$ cat config.mk
export PLATFORM = sky130hd
export DESIGN_NAME = core_top
export DESIGN_NICKNAME = d
export VERILOG_FILES = /design/src/common/core_pkg.sv /design/src/decode/instr_decode.sv /design/src/execute/alu_execute.sv /design/src/retire_result.sv /design/src/pipe_trace.sv /design/src/core_top.sv
export VERILOG_INCLUDE_DIRS = /design/src /design/src/common
export SDC_FILE = /design/constraint.sdc
export NUM_CORES = 1
export LEC_CHECK = 0
export BUFFER_PORTS_ARGS = -buffer_cell sky130_fd_sc_hd__buf_2
export CAP_MARGIN = 20
export CORE_ASPECT_RATIO = 1.75
export CORE_MARGIN = 1
export CORE_UTILIZATION = 40
export CTS_CLUSTER_SIZE = 16
export DETAILED_ROUTE_END_ITERATION = 16
export GPL_TIMING_DRIVEN = 0
export PLACE_DENSITY_LB_ADDON = 0.15
export SYNTH_ARGS = -nofsm -noshare
export SYNTH_HDL_FRONTEND = slang
export SYNTH_SLANG_ARGS = --single-unit
$ cat constraint.sdc
create_clock -name clk -period 6.6 [get_ports clk]
set_input_delay 0.99 -clock clk [delete_from_list [all_inputs] [get_ports clk]]
set_output_delay 0.99 -clock clk [all_outputs]
set_load 0.05 [all_outputs]
$ cat src/common/core_consts.svh
// Core constants
// Widths, register count and credit depths shared by the pipeline stages

`ifndef CORE_CONSTS_SVH
`define CORE_CONSTS_SVH

`define CORE_INSTR_W        16  // Instruction word
`define CORE_DATA_W         16  // Datapath width
`define CORE_REG_CNT        8   // Register 0 reads zero
`define CORE_REG_AW         3   // Register index width
`define CORE_IMM_W          6   // Signed immediate field

// Flow control
`define CORE_INSTR_CREDITS  2   // Input buffer depth
`define CORE_RETIRE_CREDITS 4   // Consumer credits after reset

// Trace fields
`define CORE_SEQ_W          16
`define CORE_LAT_W          8

`endif

$ cat src/common/core_pkg.sv
// Core package
// Opcode encoding and the two instruction word formats

`default_nettype none

`include "core_consts.svh"

package core_pkg;

    typedef enum logic [3:0] {
        OP_ADD  = 4'd0,
        OP_SUB  = 4'd1,
        OP_AND  = 4'd2,
        OP_OR   = 4'd3,
        OP_XOR  = 4'd4,
        OP_SHL  = 4'd5,
        OP_ADDI = 4'd6,
        OP_XORI = 4'd7  // Remaining codes write zero
    } opcode_e;

    ////////////////////
    // Register format
    ////////////////////
    typedef struct packed {
        opcode_e                opcode;  // [15:12]
        logic [`CORE_REG_AW-1:0] rd;     // [11:9]
        logic [`CORE_REG_AW-1:0] rs1;    // [8:6]
        logic [`CORE_REG_AW-1:0] rs2;    // [5:3]
        logic [2:0]             unused;
    } rfmt_t;

    ////////////////////
    // Immediate format
    ////////////////////
    typedef struct packed {
        opcode_e                      opcode;
        logic [`CORE_REG_AW-1:0]       rd;
        logic [`CORE_REG_AW-1:0]       rs1;
        logic signed [`CORE_IMM_W-1:0] imm;  // Sign-extended in decode
    } ifmt_t;

    // One word, two views
    typedef union packed {
        rfmt_t r;
        ifmt_t i;
    } instr_t;

endpackage

`default_nettype wire

$ cat src/decode/instr_decode.sv
// Instruction decode
// Credit-managed input buffer, instruction decode and the register file

`timescale 1ns/10ps
`default_nettype none

`include "core_consts.svh"

module instr_decode (
    input  logic                           clk,
    input  logic                           rst,
    input  logic                           instr_valid,
    input  logic [`CORE_INSTR_W-1:0]       instr,
    input  logic                           advance,
    input  logic                           wb_en,
    input  logic [`CORE_REG_AW-1:0]        wb_rd,
    input  logic [`CORE_DATA_W-1:0]        wb_value,
    output logic                           instr_credit,
    output logic                           dec_valid,
    output core_pkg::opcode_e              dec_op,
    output logic [`CORE_REG_AW-1:0]        dec_rd,
    output logic [`CORE_REG_AW-1:0]        dec_rs1,
    output logic [`CORE_REG_AW-1:0]        dec_rs2,
    output logic                           dec_use_imm,
    output logic [`CORE_DATA_W-1:0]        dec_imm,
    output logic [`CORE_DATA_W-1:0]        dec_a,
    output logic [`CORE_DATA_W-1:0]        dec_b
);

    localparam int BUF_AW = $clog2(`CORE_INSTR_CREDITS);
    localparam int CNT_W  = $clog2(`CORE_INSTR_CREDITS + 1);

    core_pkg::instr_t        buf_mem [`CORE_INSTR_CREDITS];
    logic [BUF_AW-1:0]       wr_ptr;
    logic [BUF_AW-1:0]       rd_ptr;
    logic [CNT_W-1:0]        buf_cnt;
    logic                    pop;
    logic [`CORE_DATA_W-1:0] regs [`CORE_REG_CNT];

    core_pkg::instr_t        head;
    core_pkg::opcode_e       head_op;
    logic                    head_imm;

    ////////////////////
    // Input buffer
    ////////////////////
    assign pop = advance && (buf_cnt != '0);  // Pushed entries wait one edge

    always_ff @(posedge clk) begin
        if (instr_valid)
            buf_mem[wr_ptr] <= instr;  // Producer only sends against a credit
    end

    always_ff @(posedge clk) begin
        if (rst) begin
            wr_ptr       <= '0;
            rd_ptr       <= '0;
            buf_cnt      <= '0;
            instr_credit <= 1'b0;
        end else begin
            if (instr_valid)
                wr_ptr <= wr_ptr + 1'b1;
            if (pop)
                rd_ptr <= rd_ptr + 1'b1;
            buf_cnt      <= buf_cnt + CNT_W'(instr_valid) - CNT_W'(pop);
            instr_credit <= pop;  // One credit back per freed entry
        end
    end

    // Register read with same-cycle write passed through
    function automatic logic [`CORE_DATA_W-1:0] rf_read(input logic [`CORE_REG_AW-1:0] idx);
        if (idx == '0)
            return '0;
        if (wb_en && (wb_rd == idx))
            return wb_value;
        return regs[idx];
    endfunction

    always_ff @(posedge clk) begin
        if (wb_en)
            regs[wb_rd] <= wb_value;  // Never rd 0
    end

    ////////////////////
    // Decode
    ////////////////////
    assign head     = buf_mem[rd_ptr];
    assign head_op  = head.r.opcode;
    assign head_imm = (head_op == core_pkg::OP_ADDI) || (head_op == core_pkg::OP_XORI);

    always_ff @(posedge clk) begin
        if (rst)
            dec_valid <= 1'b0;
        else if (advance)
            dec_valid <= pop;  // Bubble when the buffer is empty
    end

    always_ff @(posedge clk) begin
        if (advance) begin
            dec_op      <= head_op;
            dec_rd      <= head.r.rd;
            dec_rs1     <= head.r.rs1;
            dec_use_imm <= head_imm;
            dec_a       <= rf_read(head.r.rs1);
            dec_b       <= rf_read(head.r.rs2);
            if (head_imm) begin
                dec_rs2 <= '0;  // No second source register
                dec_imm <= {{(`CORE_DATA_W - `CORE_IMM_W){head.i.imm[`CORE_IMM_W-1]}},
                            head.i.imm};
            end else begin
                dec_rs2 <= head.r.rs2;
                dec_imm <= '0;
            end
        end
    end

endmodule

`default_nettype wire

$ cat src/execute/alu_execute.sv
// Execute stage
// Operand forwarding, 16-bit ALU and the execute pipeline register

`timescale 1ns/10ps
`default_nettype none

`include "core_consts.svh"

module alu_execute (
    input  logic                    clk,
    input  logic                    rst,
    input  logic                    advance,
    input  logic                    dec_valid,
    input  core_pkg::opcode_e       dec_op,
    input  logic [`CORE_REG_AW-1:0] dec_rd,
    input  logic [`CORE_REG_AW-1:0] dec_rs1,
    input  logic [`CORE_REG_AW-1:0] dec_rs2,
    input  logic                    dec_use_imm,
    input  logic [`CORE_DATA_W-1:0] dec_imm,
    input  logic [`CORE_DATA_W-1:0] dec_a,
    input  logic [`CORE_DATA_W-1:0] dec_b,
    input  logic                    wb_en,
    input  logic [`CORE_REG_AW-1:0] wb_rd,
    input  logic [`CORE_DATA_W-1:0] wb_value,
    output logic                    ex_valid,
    output logic [`CORE_REG_AW-1:0] ex_rd,
    output logic [`CORE_DATA_W-1:0] ex_value
);

    logic [`CORE_DATA_W-1:0] op_a;
    logic [`CORE_DATA_W-1:0] op_b;
    logic [`CORE_DATA_W-1:0] result;

    // Newest producer wins, register 0 never forwarded
    function automatic logic [`CORE_DATA_W-1:0] fwd(input logic [`CORE_REG_AW-1:0] rs,
                                                    input logic [`CORE_DATA_W-1:0] dval);
        if (rs == '0)
            return dval;
        if (ex_valid && (ex_rd == rs))
            return ex_value;  // Previous instruction
        if (wb_en && (wb_rd == rs))
            return wb_value;  // Retire register
        return dval;
    endfunction

    assign op_a = fwd(dec_rs1, dec_a);
    assign op_b = dec_use_imm ? dec_imm : fwd(dec_rs2, dec_b);

    ////////////////////
    // ALU
    ////////////////////
    always_comb begin
        case (dec_op)
            core_pkg::OP_ADD,
            core_pkg::OP_ADDI: result = op_a + op_b;
            core_pkg::OP_SUB:  result = op_a - op_b;
            core_pkg::OP_AND:  result = op_a & op_b;
            core_pkg::OP_OR:   result = op_a | op_b;
            core_pkg::OP_XOR,
            core_pkg::OP_XORI: result = op_a ^ op_b;
            core_pkg::OP_SHL:  result = op_a << op_b[3:0];
            default:           result = '0;  // Undefined opcodes
        endcase
    end

    always_ff @(posedge clk) begin
        if (rst)
            ex_valid <= 1'b0;
        else if (advance)
            ex_valid <= dec_valid;
    end

    always_ff @(posedge clk) begin
        if (advance) begin
            ex_rd    <= dec_rd;
            ex_value <= result;
        end
    end

endmodule

`default_nettype wire

$ cat src/retire_result.sv
// Retire stage
// Writeback register, retire credit counter and the pipeline advance decision

`timescale 1ns/10ps
`default_nettype none

`include "core_consts.svh"

module retire_result (
    input  logic                    clk,
    input  logic                    rst,
    input  logic                    ex_valid,
    input  logic [`CORE_REG_AW-1:0] ex_rd,
    input  logic [`CORE_DATA_W-1:0] ex_value,
    input  logic                    retire_credit,
    output logic                    advance,
    output logic                    wb_en,
    output logic [`CORE_REG_AW-1:0] wb_rd,
    output logic [`CORE_DATA_W-1:0] wb_value,
    output logic                    retire_valid,
    output logic [`CORE_REG_AW-1:0] retire_rd,
    output logic [`CORE_DATA_W-1:0] retire_value
);

    localparam int CW = $clog2(`CORE_RETIRE_CREDITS + 1);

    logic                    ret_valid;
    logic [`CORE_REG_AW-1:0] ret_rd;
    logic [`CORE_DATA_W-1:0] ret_value;
    logic [CW-1:0]           credit_cnt;
    logic                    has_credit;

    assign has_credit = (credit_cnt != '0);

    // Stall only when a held record cannot leave
    assign advance      = !ret_valid || has_credit;
    assign retire_valid = ret_valid && has_credit;
    assign retire_rd    = ret_rd;
    assign retire_value = ret_value;

    // Register file write on acceptance
    assign wb_en    = retire_valid && (ret_rd != '0);
    assign wb_rd    = ret_rd;
    assign wb_value = ret_value;

    always_ff @(posedge clk) begin
        if (rst) begin
            ret_valid  <= 1'b0;
            credit_cnt <= CW'(`CORE_RETIRE_CREDITS);
        end else begin
            if (advance)
                ret_valid <= ex_valid;
            credit_cnt <= credit_cnt + CW'(retire_credit) - CW'(retire_valid);
        end
    end

    always_ff @(posedge clk) begin
        if (advance) begin
            ret_rd    <= ex_rd;
            ret_value <= ex_value;
        end
    end

endmodule

`default_nettype wire

$ cat src/pipe_trace.sv
// Pipeline trace
// Numbers issued instructions and counts their cycles from issue to retire

`timescale 1ns/10ps
`default_nettype none

`include "core_consts.svh"

module pipe_trace (
    input  logic                   clk,
    input  logic                   rst,
    input  logic                   advance,
    input  logic                   dec_valid,
    input  logic                   ex_valid,
    output logic [`CORE_SEQ_W-1:0] retire_seq,
    output logic [`CORE_LAT_W-1:0] retire_latency
);

    logic [`CORE_SEQ_W-1:0] seq_cnt;  // Number of the decode occupant
    logic [`CORE_SEQ_W-1:0] ex_seq;
    logic [`CORE_SEQ_W-1:0] ret_seq;
    logic [`CORE_LAT_W-1:0] dec_lat;
    logic [`CORE_LAT_W-1:0] ex_lat;
    logic [`CORE_LAT_W-1:0] ret_lat;

    // Holds at the top instead of wrapping on long stalls
    function automatic logic [`CORE_LAT_W-1:0] sat_inc(input logic [`CORE_LAT_W-1:0] v);
        return (&v) ? v : v + 1'b1;
    endfunction

    always_ff @(posedge clk) begin
        if (rst)
            seq_cnt <= '0;
        else if (advance && dec_valid)
            seq_cnt <= seq_cnt + 1'b1;
    end

    ////////////////////
    // Stage shadows
    ////////////////////
    always_ff @(posedge clk) begin
        if (advance) begin
            dec_lat <= '0;  // Issue edge
            if (dec_valid) begin
                ex_seq <= seq_cnt;
                ex_lat <= sat_inc(dec_lat);
            end
            if (ex_valid) begin
                ret_seq <= ex_seq;
                ret_lat <= sat_inc(ex_lat);
            end
        end else begin
            // Stalled edges still count
            dec_lat <= sat_inc(dec_lat);
            ex_lat  <= sat_inc(ex_lat);
            ret_lat <= sat_inc(ret_lat);
        end
    end

    assign retire_seq     = ret_seq;
    assign retire_latency = ret_lat;

endmodule

`default_nettype wire

$ cat src/core_top.sv
// Core top level
// Decode, execute and retire stages with the trace unit alongside

`timescale 1ns/10ps
`default_nettype none

`include "core_consts.svh"

module core_top (
    input  logic                    clk,
    input  logic                    rst,
    input  logic                    instr_valid,
    input  logic [`CORE_INSTR_W-1:0] instr,
    input  logic                    retire_credit,
    output logic                    instr_credit,
    output logic                    retire_valid,
    output logic [`CORE_REG_AW-1:0] retire_rd,
    output logic [`CORE_DATA_W-1:0] retire_value,
    output logic [`CORE_SEQ_W-1:0]  retire_seq,
    output logic [`CORE_LAT_W-1:0]  retire_latency
);

    logic                    advance;

    // Decode stage
    logic                    dec_valid;
    core_pkg::opcode_e       dec_op;
    logic [`CORE_REG_AW-1:0] dec_rd;
    logic [`CORE_REG_AW-1:0] dec_rs1;
    logic [`CORE_REG_AW-1:0] dec_rs2;
    logic                    dec_use_imm;
    logic [`CORE_DATA_W-1:0] dec_imm;
    logic [`CORE_DATA_W-1:0] dec_a;
    logic [`CORE_DATA_W-1:0] dec_b;

    // Execute stage
    logic                    ex_valid;
    logic [`CORE_REG_AW-1:0] ex_rd;
    logic [`CORE_DATA_W-1:0] ex_value;

    // Writeback
    logic                    wb_en;
    logic [`CORE_REG_AW-1:0] wb_rd;
    logic [`CORE_DATA_W-1:0] wb_value;

    instr_decode i_instr_decode (
        .clk          (clk),
        .rst          (rst),
        .instr_valid  (instr_valid),
        .instr        (instr),
        .advance      (advance),
        .wb_en        (wb_en),
        .wb_rd        (wb_rd),
        .wb_value     (wb_value),
        .instr_credit (instr_credit),
        .dec_valid    (dec_valid),
        .dec_op       (dec_op),
        .dec_rd       (dec_rd),
        .dec_rs1      (dec_rs1),
        .dec_rs2      (dec_rs2),
        .dec_use_imm  (dec_use_imm),
        .dec_imm      (dec_imm),
        .dec_a        (dec_a),
        .dec_b        (dec_b)
    );

    alu_execute i_alu_execute (
        .clk         (clk),
        .rst         (rst),
        .advance     (advance),
        .dec_valid   (dec_valid),
        .dec_op      (dec_op),
        .dec_rd      (dec_rd),
        .dec_rs1     (dec_rs1),
        .dec_rs2     (dec_rs2),
        .dec_use_imm (dec_use_imm),
        .dec_imm     (dec_imm),
        .dec_a       (dec_a),
        .dec_b       (dec_b),
        .wb_en       (wb_en),
        .wb_rd       (wb_rd),
        .wb_value    (wb_value),
        .ex_valid    (ex_valid),
        .ex_rd       (ex_rd),
        .ex_value    (ex_value)
    );

    retire_result i_retire_result (
        .clk           (clk),
        .rst           (rst),
        .ex_valid      (ex_valid),
        .ex_rd         (ex_rd),
        .ex_value      (ex_value),
        .retire_credit (retire_credit),
        .advance       (advance),
        .wb_en         (wb_en),
        .wb_rd         (wb_rd),
        .wb_value      (wb_value),
        .retire_valid  (retire_valid),
        .retire_rd     (retire_rd),
        .retire_value  (retire_value)
    );

    pipe_trace i_pipe_trace (
        .clk            (clk),
        .rst            (rst),
        .advance        (advance),
        .dec_valid      (dec_valid),
        .ex_valid       (ex_valid),
        .retire_seq     (retire_seq),
        .retire_latency (retire_latency)
    );

endmodule

`default_nettype wire

==> out/results.ini, run 1 <==
[cells_and_area]
fillers=4105
final_nets=1863
layout_commonest_cell=nand2_1
syn_to_final_growth_pct=13.1
regArea_mm2=0.00967
mostFrequentLayoutCells=322 x nand2_1, 298 x edfxtp_1, 140 x nor2_1
multi_input_area_mm2=0.00741
drive_gt1_frac=0.111
fin_cells=2371
antennaDiodeCount=0

[clock_tree]
numCtsBuffers=31
cts_root_buf=clkbuf_16
postCtsSetupBuffers=0
worstSkewPairLatency_ns=0.58
ctsHoldBuffers=0
clk_pin_slew_ns=0.06
cts_resized=0
clkSinkCount=334
htreeDepth=1
clockBufferDepth=3
cts_tree=done

[critical_path]
cp-start-kind=flop
required_ns=6.82
rr_startpoint=i_instr_decode.dec_rs2[0]
critPathMaxStageDelay_ns=0.50
cp_max_fo=11
endpoint=i_alu_execute.ex_value[11]
crit_path_top_delay_cell=clkbuf_1
rr_worst_depth=21
cpMostUsedCell=xnor2_1
r2r-end=i_alu_execute.ex_value[11]
cp-end-kind=flop
cp-startpoint=i_instr_decode.dec_rs2[0]
path_cells=xnor2_1 -> nand4_4 -> o22ai_2 -> and3_1 -> o31a_1 -> buf_2 -> clkbuf_1 -> ha_1 -> nand3_1 -> or3_4 -> nand2_1 -> xnor2_1 -> ha_1 -> a21o_1 -> a21oi_1 -> nor2b_1 -> a311oi_1 -> xnor2_1 -> o21ai_0 -> a31oi_1 -> o21ai_0
r2r_slack_ns=0.38
worstPathArrival_ns=6.45
path_class=flop to flop

[yosys]
synth.distinct_cells=88
synth_top_cell_area_share=0.507
synth_cells=1654
yosys_warnings=0
synth-edff-count=298
avgSynthCellArea_um2=10.7
ys_ff_latch=334
synth_area_leaders=edfxtp_1 51%, nand2_1 6.8%, ha_1 4.3%
yosysTopAreaCell=edfxtp_1
ys.flop_type=edfxtp_1
synthArstFlopShare=0
ys_seq_area_frac=0.548
netlist_area_mm2=0.0177

[power_and_ir_drop]
seqPwrFrac=0.346
max-vdd-ir-drop_uv=260
power_density_mw_per_mm2=467
p_int_mw=5.37
p_leak_nw=7.71
p_sw_mw=3.95
finalPower_mw=9.32
swShare=0.424
comb_power_share=0.463
p_clk_frac=0.191

[routing]
wl_um=55100
firstDrtPassIters=6
postRouteAntennaNets=0
drtIter0Drc=712
vias=13500
viasPerCell=5.70
wl_per_cell_um=23.3
drc=0

[worst_hold_path]
min_path_cells=0
hp-class=flop to flop

[sta]
final-hold-violation-count=0
rsz0062_at_grt=false
clock.fmax_mhz=161
fin_setup_tns_ns=0
clock_skew_ns=0.0137
slew_violations=0
setup_ws_ns=0.378
setup_viol=0
maxSlewHeadroom=0.235
post-route-period-util=0.943
layout_min_cycle_time_ns=6.22
tightestPinTransition_ns=1.12

[placement]
place_inst=2314
dpl_worst_slack_ns=0.500
port-buffer-count=63
hpwlAfterDp_um=42100
gp_congestion=0.979

[global_route]
antenna_found_initial=0
grt_pass1_wl_um=81800
grt_overflow_total=0
grt_pass1_vias=13900
grt_usage=0.243
grt_max_degree=46

[flow_run]
drv_cap=0

[die]
start_util=0.406
io_pins=65
rows=101
core_mm2=0.0435
dieArea_mm2=0.0450
fp.dieH_um=280
fp.dieW_um=161

[run_status]
outcome=completed

[logic make-up after synthesis]
family | count (synthesis) | share of synthesized area
DFF | 334 | 0.548
and+or+nand+nor | 683 | 0.173
other | 1 | 0.000212
AOI/OAI and AO/OA | 283 | 0.120
adders and majority gates | 62 | 0.0448
buffers and inverters | 147 | 0.0376
muxes | 63 | 0.0371
xor gates and xnor gates | 81 | 0.0402
[sequential cells by signal, summed over array words and instances, names as in the netlist, 4 cells and up, named ones only]
| signal | cells |
|---|---|
| i_pipe_trace.ex_seq | 16 |
| i_instr_decode.dec_op | 4 |
| i_instr_decode.buf_mem | 32 |
| i_instr_decode.dec_a | 16 |
| i_instr_decode.regs | 128 |
| i_instr_decode.dec_b | 16 |
| i_pipe_trace.retire_latency | 8 |
| i_retire_result.retire_value | 16 |
| i_pipe_trace.seq_cnt | 16 |
| i_instr_decode.dec_imm | 6 |
| i_pipe_trace.retire_seq | 16 |
| i_pipe_trace.ex_lat | 8 |
| i_alu_execute.ex_value | 16 |
| i_pipe_trace.dec_lat | 8 |
[metrics by stage]
step,cell area (um^2),hold slack [ns],utilization
6_report,20000,0.415,0.459
5_1_grt,20000,0.422,0.459
4_1_cts,20000,0.417,0.459
3_5_place_dp,19000,0.405,0.436
3_3_place_gp,18700,0.402,0.431
2_1_floorplan,17700,0.400,-
[cell usage after synthesis, drive strengths merged (42+ instances only)]
cell type	n
inv	50
edfxtp	298
xnor2	51
o21ai	49
and3	48
nor2	144
mux2i	49
clkbuf	66
ha	60
a311oi	42
nand3	91
nand2	323
[power groups by stage]
stage	logic, mW	clock network (mW)	registers, mW
floorplan	2.81	0	3.32
global placement	4.18	0	3.26
detailed placement	4.24	0	3.27
CTS	4.28	1.81	3.23
global route	4.66	1.88	3.27
finish	4.31	1.78	3.23
[layer usage]
layer / global-route usage / up-vias / wire length, um
li1: - / 6290 / -
met1: 0.227 / 6567 / 18200
met2: 0.478 / 437 / 30500
met3: 0.0293 / 209 / 2290
met4: 0.175 / 0 / 4140
met5: 0 / - / 0
[worst max-delay path: cells and delay by family (launching register included)]
kind	cells	cell delay, ns
AO/OA/AOI/OAI	8	2.00
flip-flops	1	0.49
AND/OR/NAND/NOR	6	1.19
XOR/XNOR	3	0.69
buffers and inverters	2	0.83
adder cells (fa/ha/maj)	2	0.65
[cell type report]
type / count / area share
buffer: 94 / 0.0233
clock buffer: 38 / 0.0407
clock inverter: 19 / 0.00896
inverter: 53 / 0.0101
multi-input combinational: 1188 / 0.371
sequential: 334 / 0.484
tap: 566 / 0.0355
timing repair buffer: 79 / 0.0262
[how the worst min path moves through the flow]
stage / from / endpoint
6_report: i_pipe_trace.ex_seq[2] / i_pipe_trace.retire_seq[2]
3_5_place_dp: i_instr_decode.dec_rd[0] / i_alu_execute.ex_rd[0]
2_1_floorplan: i_instr_decode.dec_rd[0] / i_alu_execute.ex_rd[0]
3_3_place_gp: i_pipe_trace.ex_seq[5] / i_pipe_trace.retire_seq[5]
4_1_cts: i_pipe_trace.ex_seq[2] / i_pipe_trace.retire_seq[2]
5_1_grt: i_pipe_trace.ex_seq[7] / i_pipe_trace.retire_seq[7]
No activity file was read; power rests on OpenSTA's default activity.
==> inputs of run 2 (changes only) <==
Settings changed: ABC_AREA set to 1.
==> out/results.ini, run 2 <==
[power_and_ir_drop]
p_leak_nw=8.42  ; +9.3%
power_density_mw_per_mm2=510  ; +9.3%
max-vdd-ir-drop_uv=244  ; -5.9%

[critical_path]
cpMostUsedCell=nand2_1
critPathTopFamily=compound AO/OA/AOI/OAI gates
critPathMaxStageDelay_ns=0.52  ; +0.02 ns
crit_path_top_delay_cell=a21oi_1
critPathBufInv=4  ; +2
path_class=flop to flop
cp-start-kind=flop
worstPathArrival_ns=5.85  ; -0.60 ns
required_ns=6.89  ; +0.07 ns
cp_max_fo=9  ; -2
cp-end-kind=flop

[die]
fp.dieW_um=164  ; +2.0%
fp.dieH_um=286  ; +2.0%
rows=103  ; +2.0%
core_mm2=0.0452  ; +4.1%
dieArea_mm2=0.0468  ; +4.1%
io_pins=65  ; unchanged
start_util=0.406  ; about the same

[placement]
place_area_mm2=0.0197  ; +3.6%
dpl_worst_slack_ns=0.997  ; +0.497 ns
port-buffer-count=63  ; unchanged
hpwlAfterDp_um=49500  ; +18%
gp_congestion=0.967  ; -1.2%

[cells_and_area]
mostFrequentLayoutCells=350 x nand2_1, 298 x edfxtp_1, 247 x o21ai_0
final_core_utilization=0.459  ; about the same
top_regs=i_instr_decode.regs: 128 flops, i_instr_decode.buf_mem: 32 flops
layout_commonest_cell=nand2_1
largest_reg_flops=128  ; unchanged
syn_to_final_growth_pct=13.0  ; about the same
final_nets=2242  ; +20%
fin_area_mm2=0.0208  ; +4.0%
antennaDiodeCount=0  ; unchanged
largest-register=i_instr_decode.regs
drive_gt1_frac=0.115  ; +0.00407

[routing]
viasPerCell=5.59  ; -1.8%
drtIter0Drc=1234  ; +73%
wl_um=64300  ; +17%
met1_length_um=21100  ; +16%
top_layer_used=met5
dr_wl_met2_um=34700  ; +13%
postRouteAntennaNets=0  ; unchanged
wl_per_cell_um=23.3  ; +0.14%
firstDrtPassIters=6  ; unchanged
wl_met3_um=2690  ; +18%
drc=0  ; unchanged
vias=15400  ; +14%

[clock_tree]
clockBufferDepth=3  ; unchanged
cts_tree=done
htreeDepth=2  ; +1
numCtsBuffers=34  ; +9.7%
clk_pin_slew_ns=0.07  ; about the same
clkSinkCount=334  ; unchanged
cts_root_buf=clkbuf_16
ctsHoldBuffers=0  ; unchanged
postCtsSetupBuffers=0  ; unchanged
worstSkewPairLatency_ns=0.56  ; -0.02 ns
cts_resized=0  ; unchanged

[yosys]
synth_cells=2034  ; +23%
synth_area_leaders=edfxtp_1 49%, nand2_1 7.1%, o21ai_0 6.7%
synth_top_cell_area_share=0.487  ; -0.0200
netlist_area_mm2=0.0184  ; +4.1%
avgSynthCellArea_um2=9.04  ; -15%
synth-edff-count=298  ; unchanged
synth_commonest_cells=350 x nand2_1, 298 x edfxtp_1, 247 x o21ai_0
ys.flop_type=edfxtp_1
yosysMostFrequentCell=nand2_1
ys_seq_area_frac=0.526  ; -0.0216
ys_ff_latch=334  ; unchanged
synth.distinct_cells=60  ; -32%
yosysTopAreaCell=edfxtp_1
synthArstFlopShare=0  ; unchanged
yosys_warnings=0  ; unchanged

[flow_run]
drv_cap=0  ; unchanged

[global_route]
grt_usage=0.279  ; +0.0359
grt_max_degree=60  ; +30%
grt_overflow_total=0  ; unchanged
grt_pass1_wl_um=95400  ; +17%
grt_pass1_vias=15400  ; +11%
antenna_found_initial=1  ; +1

[sta]
final-hold-violation-count=0  ; unchanged
slew_violations=0  ; unchanged
clock.fmax_mhz=180  ; +12%
setup_viol=0  ; unchanged
layout_min_cycle_time_ns=5.57  ; -0.654 ns
post-route-period-util=0.844  ; -0.0991
rsz0062_at_grt=false
setup_ws_ns=1.03  ; +0.654 ns
maxSlewHeadroom=0.232  ; -0.00305
tightestPinTransition_ns=1.14  ; +0.0288 ns
fin_setup_tns_ns=0  ; unchanged
clock_skew_ns=0.0232  ; +0.00955 ns

[run_status]
outcome=completed

[worst_hold_path]
hp-class=flop to flop

==> run 2: changes by cell type after synthesis, moves of 26 or more <==
| cell | previous run | this run |
|---|---|---|
| a311oi_1 | 41 | 0 |
| and3_1 | 48 | 1 |
| o211ai_1 | 4 | 30 |
| o22ai_1 | 2 | 32 |
| a21oi_1 | 34 | 114 |
| o21ai_0 | 46 | 247 |
| nand3_1 | 91 | 137 |
| a211oi_1 | 38 | 1 |
| xnor2_1 | 51 | 6 |
| a31oi_1 | 38 | 11 |
| nor2_1 | 143 | 176 |
| mux2i_1 | 48 | 3 |
| nand2_1 | 322 | 350 |
| inv_1 | 46 | 215 |
==> run 2: through the flow <==
step | power [mW] | instances | hold slack, ns
2_1_floorplan | 6.70 | 2049 | 0.400
3_3_place_gp | 8.50 | 2689 | 0.402
3_5_place_dp | 8.55 | 2700 | 0.405
4_1_cts | 10.6 | 2761 | 0.419
5_1_grt | 11.2 | 2762 | 0.421
6_report | 10.6 | 2762 | 0.420
==> run 2: logic make-up (layout without fill, tap and decap cells) <==
group,Yosys count,after routing,share of synthesized area
compound gates,494,494,0.150
xor+xnor,34,34,0.0170
fa+ha+maj,62,62,0.0430
buf+inv,331,467,0.0747
flops,334,334,0.526
mux,3,3,0.00163
other cells,1,16,0.000204
simple gates,775,775,0.187
==> run 2: layer usage <==
layer  global-route usage  up-vias
li1                     -     7255
met5                    0        -
met2                0.530      605
met3               0.0371      266
met4                0.225        2
met1                0.260     7319
==> run 2: layout make-up <==
cell class	instances	area, um^2
multi-input combinational	1384	7420
clock buffer	40	873
timing repair buffer	75	475
sequential	334	9670
tap	577	722
inverter	234	887
buffer	97	489
clock inverter	21	230
fill	4486	24500
==> run 2: worst paths after layout <==
path / from / endpoint / slack, ns / depth (start not counted)
worst max-delay path: i_retire_result.retire_rd[0] / i_alu_execute.ex_value[9] / 1.03 / 26
worst min-delay path: i_pipe_trace.ex_seq[9] / i_pipe_trace.retire_seq[9] / 0.42 / 0
worst max register to register: i_retire_result.retire_rd[0] / i_alu_execute.ex_value[9] / 1.03 / 26
worst min register to register: i_pipe_trace.ex_seq[9] / i_pipe_trace.retire_seq[9] / 0.42 / 0
==> run 2: power by group <==
part / internal (mW) / switching, mW / leakage (nW)
Clock: 1.08 / 0.892 / 0.533
Combinational: 1.56 / 3.83 / 4.65
Sequential: 2.88 / 0.355 / 3.24
